**config.mk**
```make
export PLATFORM = sky130hd
export DESIGN_NAME = core_video_out
export DESIGN_NICKNAME = d
export VERILOG_FILES = /design/src/rtl/core_video_pkg.sv /design/src/rtl/bridge_settings_regs.sv /design/src/rtl/video_sync_capture.sv /design/src/rtl/video_out_formatter.sv /design/src/rtl/core_video_out.sv
export SDC_FILE = /design/constraint.sdc
export NUM_CORES = 1
export LEC_CHECK = 0
export BUFFER_PORTS_ARGS = -buffer_cell sky130_fd_sc_hd__buf_4
export CAP_MARGIN = 15
export CORE_ASPECT_RATIO = 1.4
export CORE_UTILIZATION = 34
export CTS_CLUSTER_SIZE = 20
export DETAILED_ROUTE_END_ITERATION = 7
export SLEW_MARGIN = 20
export SYNTH_ARGS = -nofsm -noshare
export SYNTH_HDL_FRONTEND = slang
export SYNTH_SLANG_ARGS = --single-unit
```
**constraint.sdc**
```tcl
create_clock -name clk_74a -period 5.75 [get_ports clk_74a]
set_input_delay 0 -clock clk_74a [delete_from_list [all_inputs] [get_ports clk_74a]]
set_output_delay 0 -clock clk_74a [all_outputs]
set_load 0.01 [all_outputs]
```
**src/rtl/core_video_pkg.sv**
```systemverilog
// shared types and constants for the video output path
// bridge words are 32 bits wide and big endian, as the host sends them
// reset-hold default assumes the 74.25 MHz bridge clock

package core_video_pkg;

  ////////////////////////////////////////////////////////////
  // vector types
  ////////////////////////////////////////////////////////////

  // bridge address or data word
  typedef logic [31:0] bridge_word_t;

  // one pixel, red in [23:16], green in [15:8], blue in [7:0]
  typedef logic [23:0] rgb_t;

  // adapter settings word as stored by the core
  typedef logic [16:0] analog_settings_t;

  ////////////////////////////////////////////////////////////
  // bridge address map
  ////////////////////////////////////////////////////////////

  // write here to hold the core in reset for a while
  localparam bridge_word_t BRIDGE_ADDR_RESET = 32'h0000_0050;

  // adapter settings, written and read back at the same address
  localparam bridge_word_t BRIDGE_ADDR_ANALOG_SETTINGS = 32'hF700_0000;

  // settings word fields
  // bit 16 turns the handheld screen black
  localparam int SETTINGS_BLANK_BIT = 16;

  ////////////////////////////////////////////////////////////
  // video constants
  ////////////////////////////////////////////////////////////

  // marker colour the scaler reads as the slot end of a line
  // only bits 14 and 13 set
  localparam rgb_t VIDEO_SLOT_RGB = 24'h00_6000;

  // hsync delay, keeps the hsync pulse clear of vsync
  localparam int HS_DELAY_DEFAULT = 7;

  // reset hold after a write to the reset address, in clk_74a cycles
  localparam int RESET_HOLD_DEFAULT = 32'h0010_0000;

endpackage

```
**src/rtl/bridge_settings_regs.sv**
```systemverilog
// host bridge settings block, single clock domain on clk_74a
// bridge_rd_data is combinational from bridge_addr, no read strobe
// RESET_HOLD_CYCLES must be 1 or more
// addresses other than the reset and settings ones are ignored

`timescale 1ns/1ps

module bridge_settings_regs #(
  parameter int RESET_HOLD_CYCLES = core_video_pkg::RESET_HOLD_DEFAULT
) (
  input  logic                        clk_74a,
  input  logic                        pll_core_locked,
  // host bridge
  input  core_video_pkg::bridge_word_t bridge_addr,
  input  logic                        bridge_wr,
  input  core_video_pkg::bridge_word_t bridge_wr_data,
  output core_video_pkg::bridge_word_t bridge_rd_data,
  // settings out
  output logic                        blank_screen,
  output logic                        core_reset
);

  import core_video_pkg::*;

  // counter wide enough to hold the full hold length
  localparam int HOLD_W = $clog2(RESET_HOLD_CYCLES + 1);
  localparam logic [HOLD_W-1:0] HOLD_LOAD = HOLD_W'(RESET_HOLD_CYCLES);

  ////////////////////////////////////////////////////////////
  // write decode
  ////////////////////////////////////////////////////////////

  logic             wr_settings;
  logic             wr_reset;
  analog_settings_t settings_word;
  logic [HOLD_W-1:0] hold_cnt;

  // one-cycle strobes, address qualified
  assign wr_settings = bridge_wr && (bridge_addr == BRIDGE_ADDR_ANALOG_SETTINGS);
  assign wr_reset    = bridge_wr && (bridge_addr == BRIDGE_ADDR_RESET);

  ////////////////////////////////////////////////////////////
  // settings word
  ////////////////////////////////////////////////////////////

  // low 17 data bits kept, the rest dropped
  always_ff @(posedge clk_74a or negedge pll_core_locked) begin
    if (!pll_core_locked) begin
      settings_word <= '0;
    end else if (wr_settings) begin
      settings_word <= bridge_wr_data[$bits(analog_settings_t)-1:0];
    end
  end

  // screen blank is a plain level
  assign blank_screen = settings_word[SETTINGS_BLANK_BIT];

  ////////////////////////////////////////////////////////////
  // readback mux
  ////////////////////////////////////////////////////////////

  // zero-extended settings at its address
  // everything else reads as zero
  always_comb begin
    bridge_rd_data = '0;
    if (bridge_addr == BRIDGE_ADDR_ANALOG_SETTINGS) begin
      bridge_rd_data = bridge_word_t'(settings_word);
    end
  end

  ////////////////////////////////////////////////////////////
  // reset hold
  ////////////////////////////////////////////////////////////

  // loaded by a reset write, then counts down to zero
  // a write during the hold restarts the full length
  always_ff @(posedge clk_74a or negedge pll_core_locked) begin
    if (!pll_core_locked) begin
      hold_cnt <= '0;
    end else if (wr_reset) begin
      hold_cnt <= HOLD_LOAD;
    end else if (hold_cnt != '0) begin
      hold_cnt <= hold_cnt - 1'b1;
    end
  end

  // high for exactly RESET_HOLD_CYCLES cycles after the write edge
  assign core_reset = (hold_cnt != '0);

endmodule

```
**src/rtl/video_sync_capture.sv**
```systemverilog
// registers the emulator's raw video outputs on clk_74a
// every cycle is a pixel cycle, there is no pixel enable
// edge strobes are combinational and line up with cap_rgb

`timescale 1ns/1ps

module video_sync_capture (
  input  logic                clk_74a,
  input  logic                pll_core_locked,
  // raw emulator video
  input  core_video_pkg::rgb_t pixel_rgb,
  input  logic                h_blank,
  input  logic                v_blank,
  input  logic                hsync,
  input  logic                vsync,
  // captured video and events
  output core_video_pkg::rgb_t cap_rgb,
  output logic                cap_de,
  output logic                de_fall,
  output logic                hs_rise,
  output logic                vs_rise
);

  logic hs_q;
  logic vs_q;
  logic de_prev;
  logic hs_prev;
  logic vs_prev;

  ////////////////////////////////////////////////////////////
  // input stage and previous copies
  ////////////////////////////////////////////////////////////

  always_ff @(posedge clk_74a or negedge pll_core_locked) begin
    if (!pll_core_locked) begin
      cap_rgb <= '0;
      cap_de  <= 1'b0;
      hs_q    <= 1'b0;
      vs_q    <= 1'b0;
      de_prev <= 1'b0;
      hs_prev <= 1'b0;
      vs_prev <= 1'b0;
    end else begin
      cap_rgb <= pixel_rgb;
      // active picture only when neither blank is up
      cap_de  <= ~(h_blank | v_blank);
      hs_q    <= hsync;
      vs_q    <= vsync;
      // one cycle behind the captured values
      de_prev <= cap_de;
      hs_prev <= hs_q;
      vs_prev <= vs_q;
    end
  end

  // single-cycle events
  assign de_fall = de_prev & ~cap_de;
  assign hs_rise = hs_q & ~hs_prev;
  assign vs_rise = vs_q & ~vs_prev;

endmodule

```
**src/rtl/video_out_formatter.sv**
```systemverilog
// scaler-facing video outputs, all registered on clk_74a
// hsync comes out HS_DELAY cycles after the hs_rise strobe
// HS_DELAY must be 2 or more
// a new hs_rise during the countdown restarts it

`timescale 1ns/1ps

module video_out_formatter #(
  parameter int HS_DELAY = core_video_pkg::HS_DELAY_DEFAULT
) (
  input  logic                clk_74a,
  input  logic                pll_core_locked,
  // from the capture stage
  input  core_video_pkg::rgb_t cap_rgb,
  input  logic                cap_de,
  input  logic                de_fall,
  input  logic                hs_rise,
  input  logic                vs_rise,
  // from the settings block
  input  logic                blank_screen,
  // to the scaler
  output core_video_pkg::rgb_t video_rgb,
  output logic                video_de,
  output logic                video_hs,
  output logic                video_vs
);

  import core_video_pkg::*;

  localparam int HS_W = $clog2(HS_DELAY + 1);
  localparam logic [HS_W-1:0] HS_LOAD = HS_W'(HS_DELAY);

  logic [HS_W-1:0] hs_cnt;
  rgb_t            next_rgb;

  ////////////////////////////////////////////////////////////
  // colour select
  ////////////////////////////////////////////////////////////

  // pixel during active video, black when the screen is blanked
  // marker colour on the first cycle after active video
  always_comb begin
    next_rgb = '0;
    if (cap_de) begin
      if (!blank_screen) begin
        next_rgb = cap_rgb;
      end
    end else if (de_fall) begin
      next_rgb = VIDEO_SLOT_RGB;
    end
  end

  always_ff @(posedge clk_74a or negedge pll_core_locked) begin
    if (!pll_core_locked) begin
      video_rgb <= '0;
      video_de  <= 1'b0;
      video_vs  <= 1'b0;
    end else begin
      video_rgb <= next_rgb;
      video_de  <= cap_de;
      // vsync out as a single pulse on the rising edge
      video_vs  <= vs_rise;
    end
  end

  ////////////////////////////////////////////////////////////
  // hsync delay
  ////////////////////////////////////////////////////////////

  // countdown loaded on hs_rise, pulse as it reaches one
  always_ff @(posedge clk_74a or negedge pll_core_locked) begin
    if (!pll_core_locked) begin
      hs_cnt   <= '0;
      video_hs <= 1'b0;
    end else begin
      // reload drops the pending pulse, only the later one appears
      video_hs <= (hs_cnt == HS_W'(2)) && !hs_rise;
      if (hs_rise) begin
        hs_cnt <= HS_LOAD;
      end else if (hs_cnt != '0) begin
        hs_cnt <= hs_cnt - 1'b1;
      end
    end
  end

endmodule

```
**src/rtl/core_video_out.sv**
```systemverilog
// video output and bridge settings path of the core top level
// single clock clk_74a, pll_core_locked is the async active-low reset
// video latency is 2 cycles, hsync latency is HS_DELAY + 1 cycles

`timescale 1ns/1ps

module core_video_out #(
  parameter int RESET_HOLD_CYCLES = core_video_pkg::RESET_HOLD_DEFAULT,
  parameter int HS_DELAY          = core_video_pkg::HS_DELAY_DEFAULT
) (
  input  logic                        clk_74a,
  input  logic                        pll_core_locked,
  // host bridge
  input  core_video_pkg::bridge_word_t bridge_addr,
  input  logic                        bridge_wr,
  input  core_video_pkg::bridge_word_t bridge_wr_data,
  output core_video_pkg::bridge_word_t bridge_rd_data,
  output logic                        core_reset,
  // emulator video
  input  core_video_pkg::rgb_t         pixel_rgb,
  input  logic                        h_blank,
  input  logic                        v_blank,
  input  logic                        hsync,
  input  logic                        vsync,
  // scaler video
  output core_video_pkg::rgb_t         video_rgb,
  output logic                        video_de,
  output logic                        video_hs,
  output logic                        video_vs
);

  import core_video_pkg::*;

  // settings to formatter
  logic blank_screen;

  // capture to formatter
  rgb_t cap_rgb;
  logic cap_de;
  logic de_fall;
  logic hs_rise;
  logic vs_rise;

  ////////////////////////////////////////////////////////////
  // bridge settings
  ////////////////////////////////////////////////////////////

  bridge_settings_regs #(
    .RESET_HOLD_CYCLES(RESET_HOLD_CYCLES)
  ) bridge_settings_regs_inst (
    .clk_74a        (clk_74a),
    .pll_core_locked(pll_core_locked),
    .bridge_addr    (bridge_addr),
    .bridge_wr      (bridge_wr),
    .bridge_wr_data (bridge_wr_data),
    .bridge_rd_data (bridge_rd_data),
    .blank_screen   (blank_screen),
    .core_reset     (core_reset)
  );

  ////////////////////////////////////////////////////////////
  // video path
  ////////////////////////////////////////////////////////////

  video_sync_capture video_sync_capture_inst (
    .clk_74a        (clk_74a),
    .pll_core_locked(pll_core_locked),
    .pixel_rgb      (pixel_rgb),
    .h_blank        (h_blank),
    .v_blank        (v_blank),
    .hsync          (hsync),
    .vsync          (vsync),
    .cap_rgb        (cap_rgb),
    .cap_de         (cap_de),
    .de_fall        (de_fall),
    .hs_rise        (hs_rise),
    .vs_rise        (vs_rise)
  );

  video_out_formatter #(
    .HS_DELAY(HS_DELAY)
  ) video_out_formatter_inst (
    .clk_74a        (clk_74a),
    .pll_core_locked(pll_core_locked),
    .cap_rgb        (cap_rgb),
    .cap_de         (cap_de),
    .de_fall        (de_fall),
    .hs_rise        (hs_rise),
    .vs_rise        (vs_rise),
    .blank_screen   (blank_screen),
    .video_rgb      (video_rgb),
    .video_de       (video_de),
    .video_hs       (video_hs),
    .video_vs       (video_vs)
  );

endmodule

```
==> run metrics <==
result of the run finished, final reports clean; DRT antenna net count 0; ys async rst share 100.0%; Syn Inst Count approximately 330; clock input transition at the sequential cells of the worst setup and hold paths 0.07 ns; relative max-transition margin about half; count of routing violations after the opening detailed-route iteration 132; total DRC errors in the routed layout 0; per-cell routed wire length 14.28 um; post-synthesis instance area 4033 um^2; global route overflow 0; dominant combinational cell family by area after synthesis simple AND/OR/NAND/NOR gates; CTS Buf Count 9; xor and xnor fraction of the mapped netlist area 0.4344%; start of the worst register-to-register path bridge_settings_regs_inst.hold_cnt[0]; final hold violation count 0; CP required 5.75 ns; Routed Wire Length 9280 um; Root Driver clkbuf_16; GRT Util Overall ~16%; area of the core 11,450 um^2; kind of start point of the critical path flop; post-synthesis cell type with the largest combined area dfrtp_1; number of library cell types mapped by synthesis 53; power per standard cell area 252.8 nW/um^2; clock period minus final worst setup slack around 2.5 ns; fill cell count 1,009; largest net degree at the start of global routing 81; Main synth FF type dfrtp_1; post-CTS repair timing setup buffer count 0; post-CTS resize count 0; final cycle utilization of the critical path 44.02%; Syn Area/Cell 12.33 um^2; post-route clock skew 0.004975 ns; CTS tree done; top post-synthesis cells by area dfrtp_1 60%, and2_1 6.2%, mux2_2 4.7%, buf_4 3.0%, a21oi_1 2.0%; share of cell area taken by muxes after synthesis 5.244%; chip width 94.04 um; actual slew at the worst max-slew pin 0.7607 ns; htree depth 3; classification of the worst setup path reg -> out; die outline area 12,310 um^2; Compound-Gate Fraction of Synth Area between 7 and 8%; number of buffers added on ports 124; number of storage elements in the synthesis netlist 97; most common library cell in the layout ignoring fill and taps buf_4; vias after detailed routing 3,085; wire length of the first global-routing pass 15,300 um; total of endpoints with negative setup slack in the final report 0; synthesis warning total 0; y dimension of the die about 130 um; Max Cap Violations 0; starting utilization of the core area a little over a third; mean number of vias per cell 4.746; maximum VDD drop approximately 0.25 mV; sum of net half-perimeters after detailed placement 6487 um; basic-gate share of the synthesized area counting and, or, nand and nor cells 20.01%; commonest cells after routing, fill and taps aside 127 x buf_4, 97 x dfrtp_1, 46 x dlygate4sd3_1, 40 x and2_1, 17 x mux2_2; number of top-level design ports 155; layout cells sized above 1 35.18%; number of slew-limit violations in the final report 0; number of global-route vias before repair 3,318; worst min path class in -> async; latest clock arrival within the worst-skew pair 0.35 ns; Fmax approximately 400 MHz; share of synthesized area occupied by flip-flops and latches 60.19%; site row count between 40 and 50; Antenna Diode Count 0; worst-path maximum fanout 15; Critical Path Start bridge_settings_regs_inst.hold_cnt[0]; RSZ-0062 raised after global routing false; data arrival time of the critical path 2.53 ns; number of synthesized flops with an enable pin 0; final total negative setup slack 0 ns; antenna violations before repair 0; Leakage Power 2.717 nW; adder-cell share of the synthesized area 1.551%; cell area after layout 5812 um^2; RD Place Congestion approximately 0.76; total cell area at the placement stage 5052 um^2; worst-case clock buffer depth 2; # clock sinks 97; nets approximately 600; kind of end point of the critical path primary output; synthesis-to-layout area growth 44.12%; first drt pass iteration count 4; post-synth top area share 60.19%
[final timing paths]
kind                                                                    to  slack [ns]  cells after the start
min in group clk_74a            bridge_settings_regs_inst.settings_word[4]        0.19                      4
worst max register to register      bridge_settings_regs_inst.hold_cnt[14]        3.32                      6
worst max-delay path                                            core_reset        3.22                      6
worst min register to register             video_sync_capture_inst.vs_prev        0.37                      0
max in group asynchronous               video_sync_capture_inst.cap_rgb[9]        4.72                      3
worst min-delay path                   video_sync_capture_inst.cap_rgb[10]        0.05                      2
[repair_timing]
| action | CTS | global route |
|---|---|---|
| endpoints found under the hold margin | 61 | 0 |
| hold buffers | 46 | 0 |
| setup endpoints to repair | 0 | 0 |
[logic make-up after synthesis]
| kind of cell | after synthesis |
|---|---|
| AND/OR/NAND/NOR | 129 |
| XOR/XNOR | 2 |
| flip-flops | 97 |
| buffers and inverters | 30 |
| multiplexers | 19 |
| other | 1 |
| AO/OA/AOI/OAI | 44 |
| adder cells (fa/ha/maj) | 5 |
[synthesized netlist by cell type (all sizes together), types with 2 or more instances]
library cell / count
nand2b: 3
dfrtp: 97
mux2i: 2
nor3b: 3
nand2: 10
o31ai: 7
or3b: 2
o211ai: 3
nand4: 8
o41ai: 3
nor2: 13
and3: 3
buf: 19
or4: 7
inv: 5
ha: 5
and2: 40
o21ai: 6
nor4: 9
nor3: 12
or3: 3
clkbuf: 6
mux2: 17
nand3: 4
a21o: 2
a21oi: 17
nor2b: 5
or4b: 2
[metal layers]
| metal | vias up | track usage [%] | wire length [um] |
|---|---|---|---|
| met1 | 1493 | 16.44 | 3404 |
| met2 | 95 | 29.15 | 4966 |
| met4 | 0 | 9.050 | 290 |
| li1 | 1476 | - | - |
| met3 | 21 | 5.266 | 619 |
| met5 | - | 0 | 0 |
[sequential cells by signal (all words and copies together) (netlist names)]
| name | flops |
|---|---|
| video_out_formatter_inst.hs_cnt | 3 |
| video_sync_capture_inst.hs_prev | 1 |
| video_out_formatter_inst.video_de | 1 |
| video_sync_capture_inst.vs_q | 1 |
| video_sync_capture_inst.hs_q | 1 |
| video_out_formatter_inst.video_hs | 1 |
| video_sync_capture_inst.vs_prev | 1 |
| video_out_formatter_inst.video_rgb | 24 |
| video_sync_capture_inst.cap_de | 1 |
| bridge_settings_regs_inst.settings_word | 17 |
| video_sync_capture_inst.cap_rgb | 24 |
| bridge_settings_regs_inst.hold_cnt | 21 |
| video_out_formatter_inst.video_vs | 1 |
[layout make-up]
| cell class | count | area (um^2) | share of cell area (%) |
|---|---|---|---|
| clock inverters | 6 | 56.30 | 0.9688 |
| well taps | 144 | 180.2 | 3.100 |
| flip-flops and latches | 97 | 2427 | 41.77 |
| inverters | 5 | 18.77 | 0.3229 |
| repair buffers | 174 | 1425 | 24.52 |
| multi-input cells | 214 | 1465 | 25.21 |
| clock buffers | 10 | 239.0 | 4.112 |
[per-stage QoR]
stage / power, mW / instances / hold slack (ns) / utilization, % / worst slack [ns]
finish: 1.469 / 650 / 0.05314 / 50.74 / 3.219
global route: 1.527 / 650 / 0.08026 / 50.74 / 3.081
CTS: 1.489 / 650 / 0.03769 / 50.71 / 3.193
detailed placement: 0.8693 / 588 / -0.1251 / 44.11 / 3.346
global placement: 0.8582 / 587 / -0.1291 / 44.05 / 3.367
floorplan: 0.7913 / 341 / -0.2956 / - / 3.658
[report_power, final]
| group | switching [mW] | internal [mW] | total [mW] |
|---|---|---|---|
| Sequential | 0.0112 | 0.711 | 0.722 |
| Combinational | 0.0663 | 0.0900 | 0.156 |
| Clock | 0.275 | 0.316 | 0.591 |
| Total | 0.352 | 1.12 | 1.47 |
[worst max-delay path, cell delays in order (launching register included)]
cell and delay, ns:
dfrtp_1 0.41, inv_1 0.11, ha_1 0.15, or3b_2 0.51, nor4_4 0.66, nand2_2 0.16
buf_4 0.18
Power figures use the tool's default switching activity.
